===== config.mk =====
export PLATFORM = sky130hd
export DESIGN_NAME = macTop
export DESIGN_NICKNAME = d
export VERILOG_FILES = /design/src/design/arithPkg.sv /design/src/design/busPkg.sv /design/src/design/carrySaveTree.sv /design/src/design/macCore.sv /design/src/design/macRegs.sv /design/src/design/macTop.sv /design/src/design/mulAddSgn.sv /design/src/design/mulPartialProducts.sv /design/src/design/prefixAdder.sv
export SDC_FILE = /design/constraint.sdc
export NUM_CORES = 1
export LEC_CHECK = 0
export ABC_AREA = 1
export BUFFER_PORTS_ARGS = -buffer_cell sky130_fd_sc_hd__clkbuf_2
export CELL_PAD_IN_SITES_DETAIL_PLACEMENT = 1
export CELL_PAD_IN_SITES_GLOBAL_PLACEMENT = 1
export CORE_MARGIN = 3
export CORE_UTILIZATION = 50
export CTS_CLUSTER_DIAMETER = 120
export DETAILED_ROUTE_END_ITERATION = 7
export PLACE_DENSITY = 0.83
export SETUP_SLACK_MARGIN = 0.4
export SLEW_MARGIN = 10
export SYNTH_ARGS = -nofsm -noshare
export SYNTH_HDL_FRONTEND = slang
export SYNTH_SLANG_ARGS = --single-unit

===== constraint.sdc =====
create_clock -name clk -period 8.7 [get_ports clk]
set_input_delay 0.87 -clock clk [delete_from_list [all_inputs] [get_ports clk]]
set_output_delay 0.87 -clock clk [all_outputs]
set_load 0.005 [all_outputs]

===== src/design/arithPkg.sv =====
// Shared definitions for the arithmetic blocks: adder speed selection and a width helper.
// Referenced by scoped name from the multiplier-adder and its sub-blocks.
package arithPkg;

	// adder structure selection
	typedef enum logic [1:0] {
		SLOW = 2'b00,  // serial prefix, linear compressors
		FAST = 2'b10   // sklansky prefix, compressor trees
	} speedE;

	// floor(log2(n)), gives -1 for n < 1
	function automatic int log2Floor(input int n);
		int lvl;
		int pow;
		lvl = -1;
		pow = 1;
		while (pow <= n) begin
			lvl = lvl + 1;
			pow = pow * 2;
		end
		return lvl;
	endfunction

endpackage


===== src/design/busPkg.sv =====
// Wishbone register map of the MAC peripheral, shared by the register block and the testbench.
// Word addresses, bit positions and the bus data width.
package busPkg;

	localparam int dataWidth = 32;  // wishbone data bus

	// word addresses
	localparam logic [2:0] regCtrl   = 3'd0;  // write only, reads zero
	localparam logic [2:0] regOpX    = 3'd1;  // multiplier operand
	localparam logic [2:0] regOpY    = 3'd2;  // multiplicand operand
	localparam logic [2:0] regAcc    = 3'd3;  // accumulator
	localparam logic [2:0] regStatus = 3'd4;  // read only

	// CTRL bits
	localparam int ctrlStart = 0;  // 1 requests one MAC step

	// STATUS bits
	localparam int statBusy = 0;
	localparam int statDone = 1;  // sticky until next accepted start

	// remaining addresses are unmapped
	// reads return zero there, writes are dropped

endpackage


===== src/design/carrySaveTree.sv =====
// Multi-operand carry-save adder: reduces depth rows of width bits to one sum and one carry.
// Each column is an (m,2) compressor of full adders, chained (SLOW) or as a tree (FAST).
`timescale 1ns/1ns

module carrySaveTree #(
	parameter int             width = 8,               // row width
	parameter int             depth = 4,               // number of rows, >= 4
	parameter arithPkg::speedE speed = arithPkg::FAST
) (
	input  logic [depth*width-1:0] A,  // row k at [k*width +: width]
	output logic [width-1:0]       S,
	output logic [width-1:0]       C   // already shifted left by one
);

	logic [depth*width-1:0]         colBits;   // grouped by magnitude
	logic [(depth-3)*(width+1)-1:0] midCarry;  // column to column carries
	logic [width-1:0]               colCarry;  // unshifted final carries

	// transpose: column i holds bit i of every row
	always_comb begin
		for (int k = 0; k < depth; k++) begin
			for (int i = 0; i < width; i++) begin
				colBits[i*depth+k] = A[k*width+i];
			end
		end
	end

	assign midCarry[depth-4:0] = '0;  // nothing enters column 0

	for (genvar i = 0; i < width; i++) begin : gCol
		logic [3*depth-5:0] fifo;  // inputs, then sums and carry-ins interleaved
		logic [depth-3:0]   cin;
		logic [depth-3:0]   cout;
		assign fifo[depth-1:0] = colBits[i*depth +: depth];
		assign cin = {1'b0, midCarry[i*(depth-3) +: depth-3]};
		for (genvar j = 0; j < depth - 2; j++) begin : gCinSlot
			assign fifo[depth+2*j+1] = cin[j];
		end
		if (speed == arithPkg::SLOW) begin : gChain
			assign {cout[0], fifo[depth]} = fifo[0] + fifo[1] + fifo[2];  // first fa
			for (genvar j = 1; j < depth - 2; j++) begin : gFa
				// next input bit, one carry-in, previous sum
				assign {cout[j], fifo[depth+2*j]} =
					fifo[j+2] + fifo[depth+2*j-1] + fifo[depth+2*j-2];
			end
		end else begin : gTree
			for (genvar j = 0; j < depth - 2; j++) begin : gFa
				// consume three from the front, append sum at the back
				assign {cout[j], fifo[depth+2*j]} = fifo[3*j] + fifo[3*j+1] + fifo[3*j+2];
			end
		end
		assign S[i] = fifo[3*depth-6];
		assign colCarry[i] = cout[depth-3];
		assign midCarry[(i+1)*(depth-3) +: depth-3] = cout[depth-4:0];  // to next column
	end

	assign C = {colCarry[width-2:0], 1'b0};

endmodule


===== src/design/macCore.sv =====
// MAC sequencer around the multiplier-adder: acc <= opX*opY + acc, one step per start.
// Start sampled at one edge latches the stage, the next edge writes back and sets done.
`timescale 1ns/1ns

module macCore #(
	parameter int             widthX = 8,
	parameter int             widthY = 8,
	parameter int             widthA = 20,
	parameter arithPkg::speedE speed  = arithPkg::FAST
) (
	input  logic              clk,
	input  logic              rst,
	input  logic [widthX-1:0] opX,
	input  logic [widthY-1:0] opY,
	input  logic              startReq,
	input  logic              accWr,
	input  logic [widthA-1:0] accWrData,
	output logic [widthA-1:0] acc,
	output logic              busy,
	output logic              done
);

	logic [widthX-1:0] stgX;   // stage operands
	logic [widthY-1:0] stgY;
	logic [widthA-1:0] stgA;   // acc as seen at start
	logic [widthA-1:0] macRes;
	logic              accept;

	assign accept = startReq && !busy;  // start while busy is lost

	mulAddSgn #(
		.widthX(widthX),
		.widthY(widthY),
		.widthA(widthA),
		.speed (speed)
	) uMulAdd (
		.X(stgX),
		.Y(stgY),
		.A(stgA),
		.P(macRes)
	);

	always_ff @(posedge clk) begin
		if (accept) begin
			stgX <= opX;
			stgY <= opY;
			stgA <= acc;
		end
	end

	always_ff @(posedge clk) begin
		if (rst) begin
			acc  <= '0;
			busy <= 1'b0;
			done <= 1'b0;
		end else if (busy) begin
			acc  <= macRes;  // write back, wraps mod 2^widthA
			busy <= 1'b0;
			done <= 1'b1;
		end else if (accept) begin
			busy <= 1'b1;
			done <= 1'b0;    // cleared only by a new start
		end else if (accWr) begin
			acc <= accWrData;  // loads only when idle
		end
	end

endmodule


===== src/design/macRegs.sv =====
// Wishbone classic slave for the MAC: operand registers, accumulator access, CTRL and STATUS.
// Acknowledges every request one cycle after it is seen; start and acc loads leave as pulses.
`timescale 1ns/1ns

module macRegs #(
	parameter int widthX = 8,
	parameter int widthY = 8,
	parameter int widthA = 20
) (
	input  logic                          clk,
	input  logic                          rst,
	input  logic                          wbCyc,
	input  logic                          wbStb,
	input  logic                          wbWe,
	input  logic [2:0]                    wbAdr,
	input  logic [busPkg::dataWidth-1:0]  wbDatI,
	output logic [busPkg::dataWidth-1:0]  wbDatO,
	output logic                          wbAck,
	output logic [widthX-1:0]             opX,
	output logic [widthY-1:0]             opY,
	output logic                          startReq,   // high in the ack cycle
	output logic                          accWr,      // high in the ack cycle
	output logic [widthA-1:0]             accWrData,
	input  logic [widthA-1:0]             acc,
	input  logic                          busy,
	input  logic                          done
);

	localparam int dw = busPkg::dataWidth;

	logic          req;     // request not yet acknowledged
	logic          wrEn;
	logic [dw-1:0] rdData;

	assign req  = wbCyc && wbStb && !wbAck;  // ack blocks a second pass
	assign wrEn = req && wbWe;

	// read mux, signed fields sign-extended to bus width
	always_comb begin
		rdData = '0;
		case (wbAdr)
			busPkg::regOpX: rdData = dw'(signed'(opX));
			busPkg::regOpY: rdData = dw'(signed'(opY));
			busPkg::regAcc: rdData = dw'(signed'(acc));
			busPkg::regStatus: begin
				rdData[busPkg::statBusy] = busy;
				rdData[busPkg::statDone] = done;
			end
			default: rdData = '0;  // CTRL and holes
		endcase
	end

	// handshake and pulses
	always_ff @(posedge clk) begin
		if (rst) begin
			wbAck    <= 1'b0;
			wbDatO   <= '0;
			startReq <= 1'b0;
			accWr    <= 1'b0;
		end else begin
			wbAck    <= req;
			wbDatO   <= (req && !wbWe) ? rdData : '0;  // data only with ack
			startReq <= wrEn && (wbAdr == busPkg::regCtrl) && wbDatI[busPkg::ctrlStart];
			accWr    <= wrEn && (wbAdr == busPkg::regAcc);  // core drops it if busy
		end
	end

	// operand and acc load data
	always_ff @(posedge clk) begin
		if (wrEn && (wbAdr == busPkg::regOpX)) begin
			opX <= wbDatI[widthX-1:0];
		end
		if (wrEn && (wbAdr == busPkg::regOpY)) begin
			opY <= wbDatI[widthY-1:0];
		end
		if (wrEn && (wbAdr == busPkg::regAcc)) begin
			accWrData <= wbDatI[widthA-1:0];  // truncated to acc width
		end
	end

endmodule


===== src/design/macTop.sv =====
// Top level of the MAC peripheral: Wishbone register block beside the MAC core.
// Sets the operand, accumulator and speed parameters for both.
`timescale 1ns/1ns

module macTop #(
	parameter int             widthX = 8,   // <= widthY
	parameter int             widthY = 8,
	parameter int             widthA = 20,  // > widthX+widthY, <= 32
	parameter arithPkg::speedE speed  = arithPkg::FAST
) (
	input  logic                         clk,
	input  logic                         rst,
	input  logic                         wbCyc,
	input  logic                         wbStb,
	input  logic                         wbWe,
	input  logic [2:0]                   wbAdr,
	input  logic [busPkg::dataWidth-1:0] wbDatI,
	output logic [busPkg::dataWidth-1:0] wbDatO,
	output logic                         wbAck
);

	logic [widthX-1:0] opX;
	logic [widthY-1:0] opY;
	logic              startReq;
	logic              accWr;
	logic [widthA-1:0] accWrData;
	logic [widthA-1:0] acc;
	logic              busy;
	logic              done;

	macRegs #(.widthX(widthX), .widthY(widthY), .widthA(widthA)) uRegs (
		.clk(clk), .rst(rst),
		.wbCyc(wbCyc), .wbStb(wbStb), .wbWe(wbWe), .wbAdr(wbAdr),
		.wbDatI(wbDatI), .wbDatO(wbDatO), .wbAck(wbAck),
		.opX(opX), .opY(opY), .startReq(startReq),
		.accWr(accWr), .accWrData(accWrData),
		.acc(acc), .busy(busy), .done(done)
	);

	macCore #(.widthX(widthX), .widthY(widthY), .widthA(widthA), .speed(speed)) uCore (
		.clk(clk), .rst(rst),
		.opX(opX), .opY(opY), .startReq(startReq),
		.accWr(accWr), .accWrData(accWrData),
		.acc(acc), .busy(busy), .done(done)
	);

endmodule


===== src/design/mulAddSgn.sv =====
// Signed multiplier-adder P = X*Y + A (mod 2^widthA), fully combinational.
// Baugh-Wooley rows, carry-save reduction, augend merge row and a prefix adder.
`timescale 1ns/1ns

module mulAddSgn #(
	parameter int             widthX = 8,   // <= widthY
	parameter int             widthY = 8,
	parameter int             widthA = 20,  // > widthX+widthY
	parameter arithPkg::speedE speed  = arithPkg::FAST
) (
	input  logic [widthX-1:0] X,
	input  logic [widthY-1:0] Y,
	input  logic [widthA-1:0] A,
	output logic [widthA-1:0] P
);

	localparam int widthP = widthX + widthY;

	logic [(widthX+2)*widthP-1:0] pp;
	logic [widthA-1:0]            sum1;   // product in carry-save form, extended
	logic [widthA-1:0]            cry1;
	logic [widthA-1:0]            sum2;   // after adding A
	logic [widthA-1:0]            cryRaw;
	logic [widthA-1:0]            cry2;

	mulPartialProducts #(.widthX(widthX), .widthY(widthY)) uPp (.X(X), .Y(Y), .PP(pp));

	carrySaveTree #(.width(widthP), .depth(widthX + 2), .speed(speed)) uTree (
		.A(pp),
		.S(sum1[widthP-1:0]),
		.C(cry1[widthP-1:0])
	);

	// sign extension of the carry-save pair
	assign sum1[widthP] = ~sum1[widthP-1];
	for (genvar i = widthP + 1; i < widthA; i++) begin : gSumExt
		assign sum1[i] = 1'b0;
	end
	assign cry1[widthA-1:widthP] = '1;  // constant ones absorb the msb weight

	// 3:2 row for the augend
	for (genvar i = 0; i < widthA; i++) begin : gCsa
		assign {cryRaw[i], sum2[i]} = A[i] + cry1[i] + sum1[i];
	end
	assign cry2 = {cryRaw[widthA-2:0], 1'b0};

	prefixAdder #(.width(widthA), .speed(speed)) uAdd (.A(sum2), .B(cry2), .S(P));

endmodule


===== src/design/mulPartialProducts.sv =====
// Baugh-Wooley partial product generator for signed X times signed Y.
// Emits widthX+2 rows of widthX+widthY bits, two of them carrying sign corrections.
`timescale 1ns/1ns

module mulPartialProducts #(
	parameter int widthX = 8,  // multiplier width, <= widthY
	parameter int widthY = 8   // multiplicand width
) (
	input  logic [widthX-1:0]                     X,
	input  logic [widthY-1:0]                     Y,
	output logic [(widthX+2)*(widthX+widthY)-1:0] PP  // row r at [r*widthP +: widthP]
);

	localparam int widthP = widthX + widthY;  // one row

	always_comb begin
		logic [(widthX+2)*widthP-1:0] rows;
		rows = '0;
		// plain rows, negative-weight column inverted
		for (int i = 0; i < widthX - 1; i++) begin
			for (int k = 0; k < widthY - 1; k++) begin
				rows[i*widthP+i+k] = X[i] & Y[k];
			end
			rows[i*widthP+i+widthY-1] = ~X[i] & Y[widthY-1];
		end
		// sign row of X, inverted except for the msb product
		for (int k = 0; k < widthY - 1; k++) begin
			rows[(widthX-1)*widthP+widthX-1+k] = X[widthX-1] & ~Y[k];
		end
		rows[(widthX-1)*widthP+widthX+widthY-2] = X[widthX-1] & Y[widthY-1];
		// correction for the inverted X sign row
		rows[widthX*widthP+widthX-1]   = X[widthX-1];
		rows[widthX*widthP+widthP-2]   = ~X[widthX-1];
		// correction for the inverted Y sign column, plus the msb constant
		rows[(widthX+1)*widthP+widthY-1] = Y[widthY-1];
		rows[(widthX+1)*widthP+widthP-2] = ~Y[widthY-1];
		rows[(widthX+1)*widthP+widthP-1] = 1'b1;
		PP = rows;
	end

endmodule


===== src/design/prefixAdder.sv =====
// Carry-propagate adder S = A + B (mod 2^width) built on a generate/propagate prefix network.
// SLOW gives a serial prefix chain, FAST a Sklansky tree of depth ceil(log2(width)).
`timescale 1ns/1ns

module prefixAdder #(
	parameter int             width = 8,
	parameter arithPkg::speedE speed = arithPkg::FAST
) (
	input  logic [width-1:0] A,
	input  logic [width-1:0] B,
	output logic [width-1:0] S
);

	localparam int lvls = arithPkg::log2Floor(width - 1) + 1;  // sklansky levels

	logic [width-1:0] gen;   // and-or prefix inputs
	logic [width-1:0] prop;
	logic [width-1:0] halfSum;
	logic [width-1:0] gOut;  // carry out of bit i

	assign gen     = A & B;
	assign prop    = A | B;
	assign halfSum = A ^ B;

	if (speed == arithPkg::SLOW) begin : gSerial
		logic [width-1:0] gChain;
		assign gChain[0] = gen[0];
		for (genvar i = 1; i < width; i++) begin : gBit
			assign gChain[i] = gen[i] | (prop[i] & gChain[i-1]);  // ripple
		end
		assign gOut = gChain;
	end else begin : gSklansky
		logic [lvls:0][width-1:0] gTmp;  // one row per level
		logic [lvls:0][width-1:0] pTmp;
		assign gTmp[0] = gen;
		assign pTmp[0] = prop;
		for (genvar l = 1; l <= lvls; l++) begin : gLvl
			for (genvar j = 0; j < width; j++) begin : gBit
				localparam int span = 2 ** l;
				localparam int half = 2 ** (l - 1);
				localparam int src  = j - (j % span) + half - 1;  // top of lower half
				if ((j % span) >= half) begin : gBlack
					assign gTmp[l][j] = gTmp[l-1][j] | (pTmp[l-1][j] & gTmp[l-1][src]);
					assign pTmp[l][j] = pTmp[l-1][j] & pTmp[l-1][src];
				end else begin : gWhite
					assign gTmp[l][j] = gTmp[l-1][j];  // pass through
					assign pTmp[l][j] = pTmp[l-1][j];
				end
			end
		end
		assign gOut = gTmp[lvls];
	end

	assign S = halfSum ^ {gOut[width-2:0], 1'b0};  // carry into bit 0 is zero

endmodule


; After elaboration in Yosys (flattened, before gate mapping)
; Index checks and enable logic that the tools add are counted.
[op_classes]
n_mux = 8
addsub = 146
n_bitwise = 179
n_reduce_logical = 19
n_eq_ne = 5
[op_table]
columns = operator, count
row1 = adder 1 x 1 -> 2 bit, 88
row2 = AND 1 bit, 120
row3 = adder 2 x 1 -> 2 bit, 51
row4 = one-hot mux 30 bit (3 select lines), 1
row5 = two-way mux 20 bit, 3
row6 = bitwise XOR 20 bit, 2
row7 = bitwise OR 1 bit, 37
row8 = AND 19 bit, 1
row9 = bitwise OR 19 bit, 1
row10 = inverter 1 bit, 18
row11 = logical AND 1 bit, 10
row12 = one-hot mux 2 bit (4 select lines), 1
row13 = adder 1 x 1 -> 2 bit (second input constant), 3
row14 = == test 3 x 2 -> 1 bit (second input constant), 2
row15 = nonzero test 2 bit, 2
row16 = OR reduction 2 bit, 2
row17 = == test 3 x 1 -> 1 bit (second input constant), 1
row18 = == test 3 bit (second input constant), 1
row19 = zero test 1 bit, 3
row20 = zero test 3 bit, 1
row21 = two-way mux 1 bit, 3
row22 = adder 1 bit, 2
row23 = adder 1 bit (second input constant), 2
row24 = != test 2 x 1 -> 1 bit (second input constant), 1
row25 = AND reduction 2 bit, 1
[totals]
register_bits = 129
input_bits = 40

; Depth between registers and ports, before layout
[depth]
word_depth = 25
ltp_mapped = 27

; Modules after synthesis
; A second synthesis with hierarchy kept.
[unflattened]
hier_cells = 1186
area_unflattened_um2 = 10622.7
[modules_own_cells]
columns = module, instances, seq_area_each_um2, cells_each, area_each_um2
row1 = carrySaveTree, 1, 0.0, 295, 3071.7
row2 = macRegs, 1, 1541.5, 210, 2387.3
row3 = macCore, 1, 1521.5, 242, 2250.9
row4 = mulPartialProducts, 1, 0.0, 226, 1311.3
row5 = prefixAdder, 1, 0.0, 189, 1242.4
row6 = mulAddSgn, 1, 0.0, 24, 359.1

; Worst setup path before layout
; No wires, ideal clock.
[synth_path]
kind = reg-to-reg
startpoint = register uCore.stgX[0]
endpoint = register uCore.acc[16]
path_buffers = 1
path_slack_ns = 3.607
setup_time_ns = 0.119
stages_incl_launch_ff = 26
synth_period_minus_slack_ns = 5.093
arrival_time_ns = 4.975
required_time_ns = 8.581
cell_sequence = edfxtp_1 > clkbuf_1 > nand2_1 > fa_1 > inv_1 > ha_1 > ha_1 > fa_1 > inv_1 > fa_1 > inv_1 > fa_1 > inv_1 > ha_1 > inv_2 > nand2_1 > nor2_1 > nand3_1 > nand2_1 > nand2_1 > nand2_1 > inv_1 > fa_1 > nor2_1 > a211oi_1 > nor2_1
[synth_via]
elab_chain_cells = 22
elab_cells_between_ends = 120
classes_between = add/sub: 69 / mux: 1 / bitwise: 50
[synth_lines]
columns = element, line
row1 = from (decl), macCore.sv:23  ; logic [widthX-1:0] stgX;
row2 = from (signal assigned), macCore.sv:45  ; stgX <= opX;
row3 = inverter 1 bit, mulPartialProducts.sv:24  ; rows[i*widthP+i+widthY-1] = ~X[i] & Y[widthY-1];
row4 = AND 1 bit, mulPartialProducts.sv:24
row5 = adder 1 x 1 -> 2 bit, carrySaveTree.sv:49  ; assign {cout[j], fifo[depth+2*j]} = fifo[3*j] + fifo[3*j+1] + fifo[3*j+2];
row6 = adder 2 x 1 -> 2 bit, carrySaveTree.sv:49
row7 = adder 1 x 1 -> 2 bit, carrySaveTree.sv:49
row8 = adder 2 x 1 -> 2 bit / adder 1 x 1 -> 2 bit (equally long branches) (2 in series), carrySaveTree.sv:49
row9 = adder 2 x 1 -> 2 bit, carrySaveTree.sv:49
row10 = adder 1 x 1 -> 2 bit, carrySaveTree.sv:49
row11 = (+5 left out), n/a
row12 = bitwise OR 1 bit, prefixAdder.sv:43  ; assign gTmp[l][j] = gTmp[l-1][j] | (pTmp[l-1][j] & gTmp[l-1][src]);
row13 = AND 1 bit, prefixAdder.sv:43
row14 = bitwise OR 1 bit, prefixAdder.sv:43
row15 = AND 1 bit, prefixAdder.sv:43
row16 = bitwise OR 1 bit, prefixAdder.sv:43
row17 = bitwise OR 1 bit *, prefixAdder.sv:43
row18 = bitwise XOR 20 bit *, prefixAdder.sv:54  ; assign S = halfSum ^ {gOut[width-2:0], 1'b0};
row19 = two-way mux 20 bit *, macCore.sv:56  ; end else if (busy) begin
row20 = to (signal assigned), macCore.sv:57  ; acc <= macRes;
row21 = to (signal assigned), macCore.sv:64  ; acc <= accWrData;
row22 = to (decl), macCore.sv:18  ; output logic [widthA-1:0] acc,
; Mark *: on every way between the ends. The rest lies on a longest branch, timed or not.
; A chain may end at the register's enable or synchronous reset.

; Final worst setup path
[layout_path]
startpoint = register uCore.stgX[0]
endpoint = register uCore.acc[17]
[layout_via]
elab_chain_cells = 24
elab_cells_between_ends = 122
classes_between = add/sub: 69 / mux: 1 / bitwise: 52
[layout_lines]
columns = element, line
row1 = inverter 1 bit, mulPartialProducts.sv:24
row2 = AND 1 bit, mulPartialProducts.sv:24
row3 = adder 1 x 1 -> 2 bit, carrySaveTree.sv:49
row4 = adder 2 x 1 -> 2 bit, carrySaveTree.sv:49
row5 = adder 1 x 1 -> 2 bit, carrySaveTree.sv:49
row6 = adder 2 x 1 -> 2 bit / adder 1 x 1 -> 2 bit (equally long branches) (2 in series), carrySaveTree.sv:49
row7 = adder 2 x 1 -> 2 bit, carrySaveTree.sv:49
row8 = adder 1 x 1 -> 2 bit, carrySaveTree.sv:49
row9 = (+7 left out), n/a
row10 = bitwise OR 1 bit, prefixAdder.sv:43
row11 = AND 1 bit, prefixAdder.sv:43
row12 = bitwise OR 1 bit, prefixAdder.sv:43
row13 = bitwise OR 1 bit *, prefixAdder.sv:43
row14 = AND 1 bit *, prefixAdder.sv:43
row15 = bitwise OR 1 bit *, prefixAdder.sv:43
row16 = bitwise XOR 20 bit *, prefixAdder.sv:54
row17 = two-way mux 20 bit *, macCore.sv:56
; Marks and branches as above.

==> qor.yml <==
drcViolationCount: 0
dp_slack_ns: 2.91
place_area_um2: 7980
powerDensity_nw_per_um2: 161
slowest_stage: "edfxtp_1"
n_antenna_cell: 0
crit_type: "flop to flop"
area_growth_pct: 13.1
synth_top_cell_by_area: "edfxtp_1"
slew_headroom_pct: 33.7
cp_cell_sequence: "nand2_1 > fa_1 > inv_1 > ha_1 > ha_1 > fa_1 > inv_1 > fa_1 > inv_1 > fa_1 > inv_1 > ha_1 > inv_2 > nand2_1 > nor2_1 > nand3_1 > nand2_1 > nand2_1 > nand2_1 > inv_1 > fa_1 > xnor2_1 > nand2_1 > a221oi_1"
grt_use_met1_pct: 33.4
rrSetupSlack_ns: 2.71
synthCells: 816
setup_viol: 0
cts_buffers: 17
vias: 5812
cts_resized: 0
wirelength_um: 22500
fin_skew_ns: 0.00800
crit_path_start_kind: "flop"
cpPeakStageDelay_ns: 0.58
drt-initial-drc-count: 475
status: "completed"
critical_path_arrival_ns: 6.29
async_reset_ff_share_pct: 0
grt.met2_usage_pct: 52.1
grt_max_degree: 36
num_rows: 44
yosysUniqueCellTypes: 36
p_seq_share_pct: 42.8
hpwlAfterDp_um: 14800
maxCapViolCount: 0
antenna_found_initial: 0
worst_hold_path_type: "flop to flop"
pin_count: 73
ir_drop_uv: 201
crit_top_cell: "nand2_1"
clock_path_buffers: 2
setup_tns_ns: 0
yosysSeqAreaShare_pct: 40.3
die-area_um2: 16700
ant_nets: 0
coreArea_um2: 14700
tightest_slew_ns: 0.986
busiest_layer: "met2"
grt_use_met3_pct: 7.05
clock.fmax_mhz: 167
gp_congestion: 0.836
insertion_delay_ns: 0.42
nets: 1033
fillCellCount: 1630
required_ns: 9.00
switching_share_pct: 21.0
post_cts_buffers: 0
syn_area_um2: 7590
clock-sinks: 117
whs_ns: 0.432
stdcell_area_um2: 8590
numPortBuffers: 60
cts_max_level: 4
drv_slew: 0
wl_per_cell_um: 21.2
globalRouteOverflowTotal: 0
p_leak_nw: 4.34
crit_fanout: 8
p_switching_w: 0.000290
dr.pass1.iters: 5
p_comb_share_pct: 4.0
clkTransAtPathRegs_ns: 0.05
finish.utilization_pct: 58.4
synth_common_cells: "195 x inv_1, 172 x nand2_1, 73 x ha_1"
fin_crit_sh_pct: 68.8
hold_buffers: 0
start_util_pct: 51.7
synth.most_common_cell: "inv_1"
synth-main-ff-cell: "edfxtp_1"
synth_seq_cells: 117
worst_slack_ns: 2.71
grt_pass1_wl_um: 36500
synth_area_leaders: "edfxtp_1 28%, fa_1 15%, ha_1 12%, dfxtp_1 12%, inv_1 9.6%"
grt_pass1_vias: 6737
synth_edf_count: 72
end_kind: "flop"
clkPwrFrac_pct: 53.2
avgSynthCellArea_um2: 9.31
syn-num-nets: 986
p_int_w: 0.00109
ys.warnings.count: 0
synth_top_area_share_pct: 28.5
cts_tree: "built"
hold_viol: 0
die_w_um: 129
vias_per_cell: 5.48
rsz0062_at_grt: "no"
grt_usage_pct: 29.1
fin_crit_ns: 5.99
cts_root_buffer: "clkbuf_16"
drive_above_1_share_pct: 12.7
dieHeight_um: 129
[layout make-up]
class / count / area [um2] / share of cell area, %
Clock inverter: 12 / 161 / 1.88
Inverter: 204 / 766 / 8.92
Tap cell: 184 / 230 / 2.68
Clock buffer: 20 / 447 / 5.20
Multi-Input combinational cell: 458 / 3580 / 41.7
Sequential cell: 117 / 3060 / 35.7
Timing Repair Buffer: 65 / 338 / 3.93
[routing by layer]
layer	vias up	wire [um]
li1	2579	-
met1	2924	8620
met2	250	11900
met3	59	1380
met4	0	655
met5	-	0
[flip-flops by register name, indices dropped and copies added, names as in the netlist, 8 cells and up]
register and cells:
uCore.acc 20, uCore.stgX 8, uCore.stgY 8, uRegs.opX 8, uRegs.accWrData 20, uCore.stgA 20
uRegs.wbDatO 20, uRegs.opY 8
[cell families (layout without fill, tap and decap cells)]
kind of cell / Yosys count / in the layout / synth area share (%)
simple gates: 258 / 258 / 14.2
xor+xnor: 7 / 7 / 0.807
buf+inv: 241 / 301 / 12.5
fa+ha+maj: 130 / 130 / 27.1
flops: 117 / 117 / 40.3
compound gates: 63 / 63 / 5.06
[stage by stage]
stage | total power (W) | instances
after floorplan | 0.000631 | 816
after global placement | 0.000649 | 1028
after detailed placement | 0.000653 | 1028
after CTS | 0.00138 | 1060
after global routing | 0.00141 | 1060
final | 0.00138 | 1060
[worst max-delay path: cells and delay by family (launching register included)]
kind,cells,cell delay (ns)
buffers and inverters,6,0.37
and+or+nand+nor,8,1.09
AOI/OAI and AO/OA,1,0.28
adders and majority gates,8,3.34
DFF,1,0.58
xor gates and xnor gates,1,0.20
[path summary, 6_finish.rpt]
check	start	endpoint	cells past startpoint
worst min register to register	uCore.acc[9]$_SDFFE_PP0P_	uCore.stgA[9]$_DFFE_PP_	0
worst max-delay path	uCore.stgX[0]$_DFFE_PP_	uCore.acc[17]$_SDFFE_PP0P_	24
worst min-delay path	uCore.acc[9]$_SDFFE_PP0P_	uCore.stgA[9]$_DFFE_PP_	0
worst max register to register	uCore.stgX[0]$_DFFE_PP_	uCore.acc[17]$_SDFFE_PP0P_	24
[layout by cell type, fill, tap and decap left out, types with 3 or more instances in the layout]
cell type  count
inv_1        195
nand2_1      172
ha_1          73
edfxtp_1      72
clkbuf_2      60
fa_1          57
dfxtp_1       45
nor2_1        38
nand3_1       27
a21oi_1       23
clkbuf_16     17
o21ai_0       11
inv_2          7
a211oi_1       6
a221oi_1       6
clkinv_2       6
nor3_1         5
buf_4          5
o21ai_1        4
xnor2_1        4
o211ai_1       4
bufinv_16      4
clkinv_1       3
xor2_1         3
nand2_2        3
a31oi_1        3
[power groups by stage]
stage / registers (W) / clock network, W / logic [W]
2_1_floorplan: 0.000601 / 0 / 0.0000300
3_3_place_gp: 0.000602 / 0 / 0.0000473
3_5_place_dp: 0.000602 / 0 / 0.0000511
4_1_cts: 0.000591 / 0.000733 / 0.0000542
5_1_grt: 0.000591 / 0.000759 / 0.0000598
6_report: 0.000591 / 0.000734 / 0.0000545
Note: power is estimated with default switching activity, not from simulation.
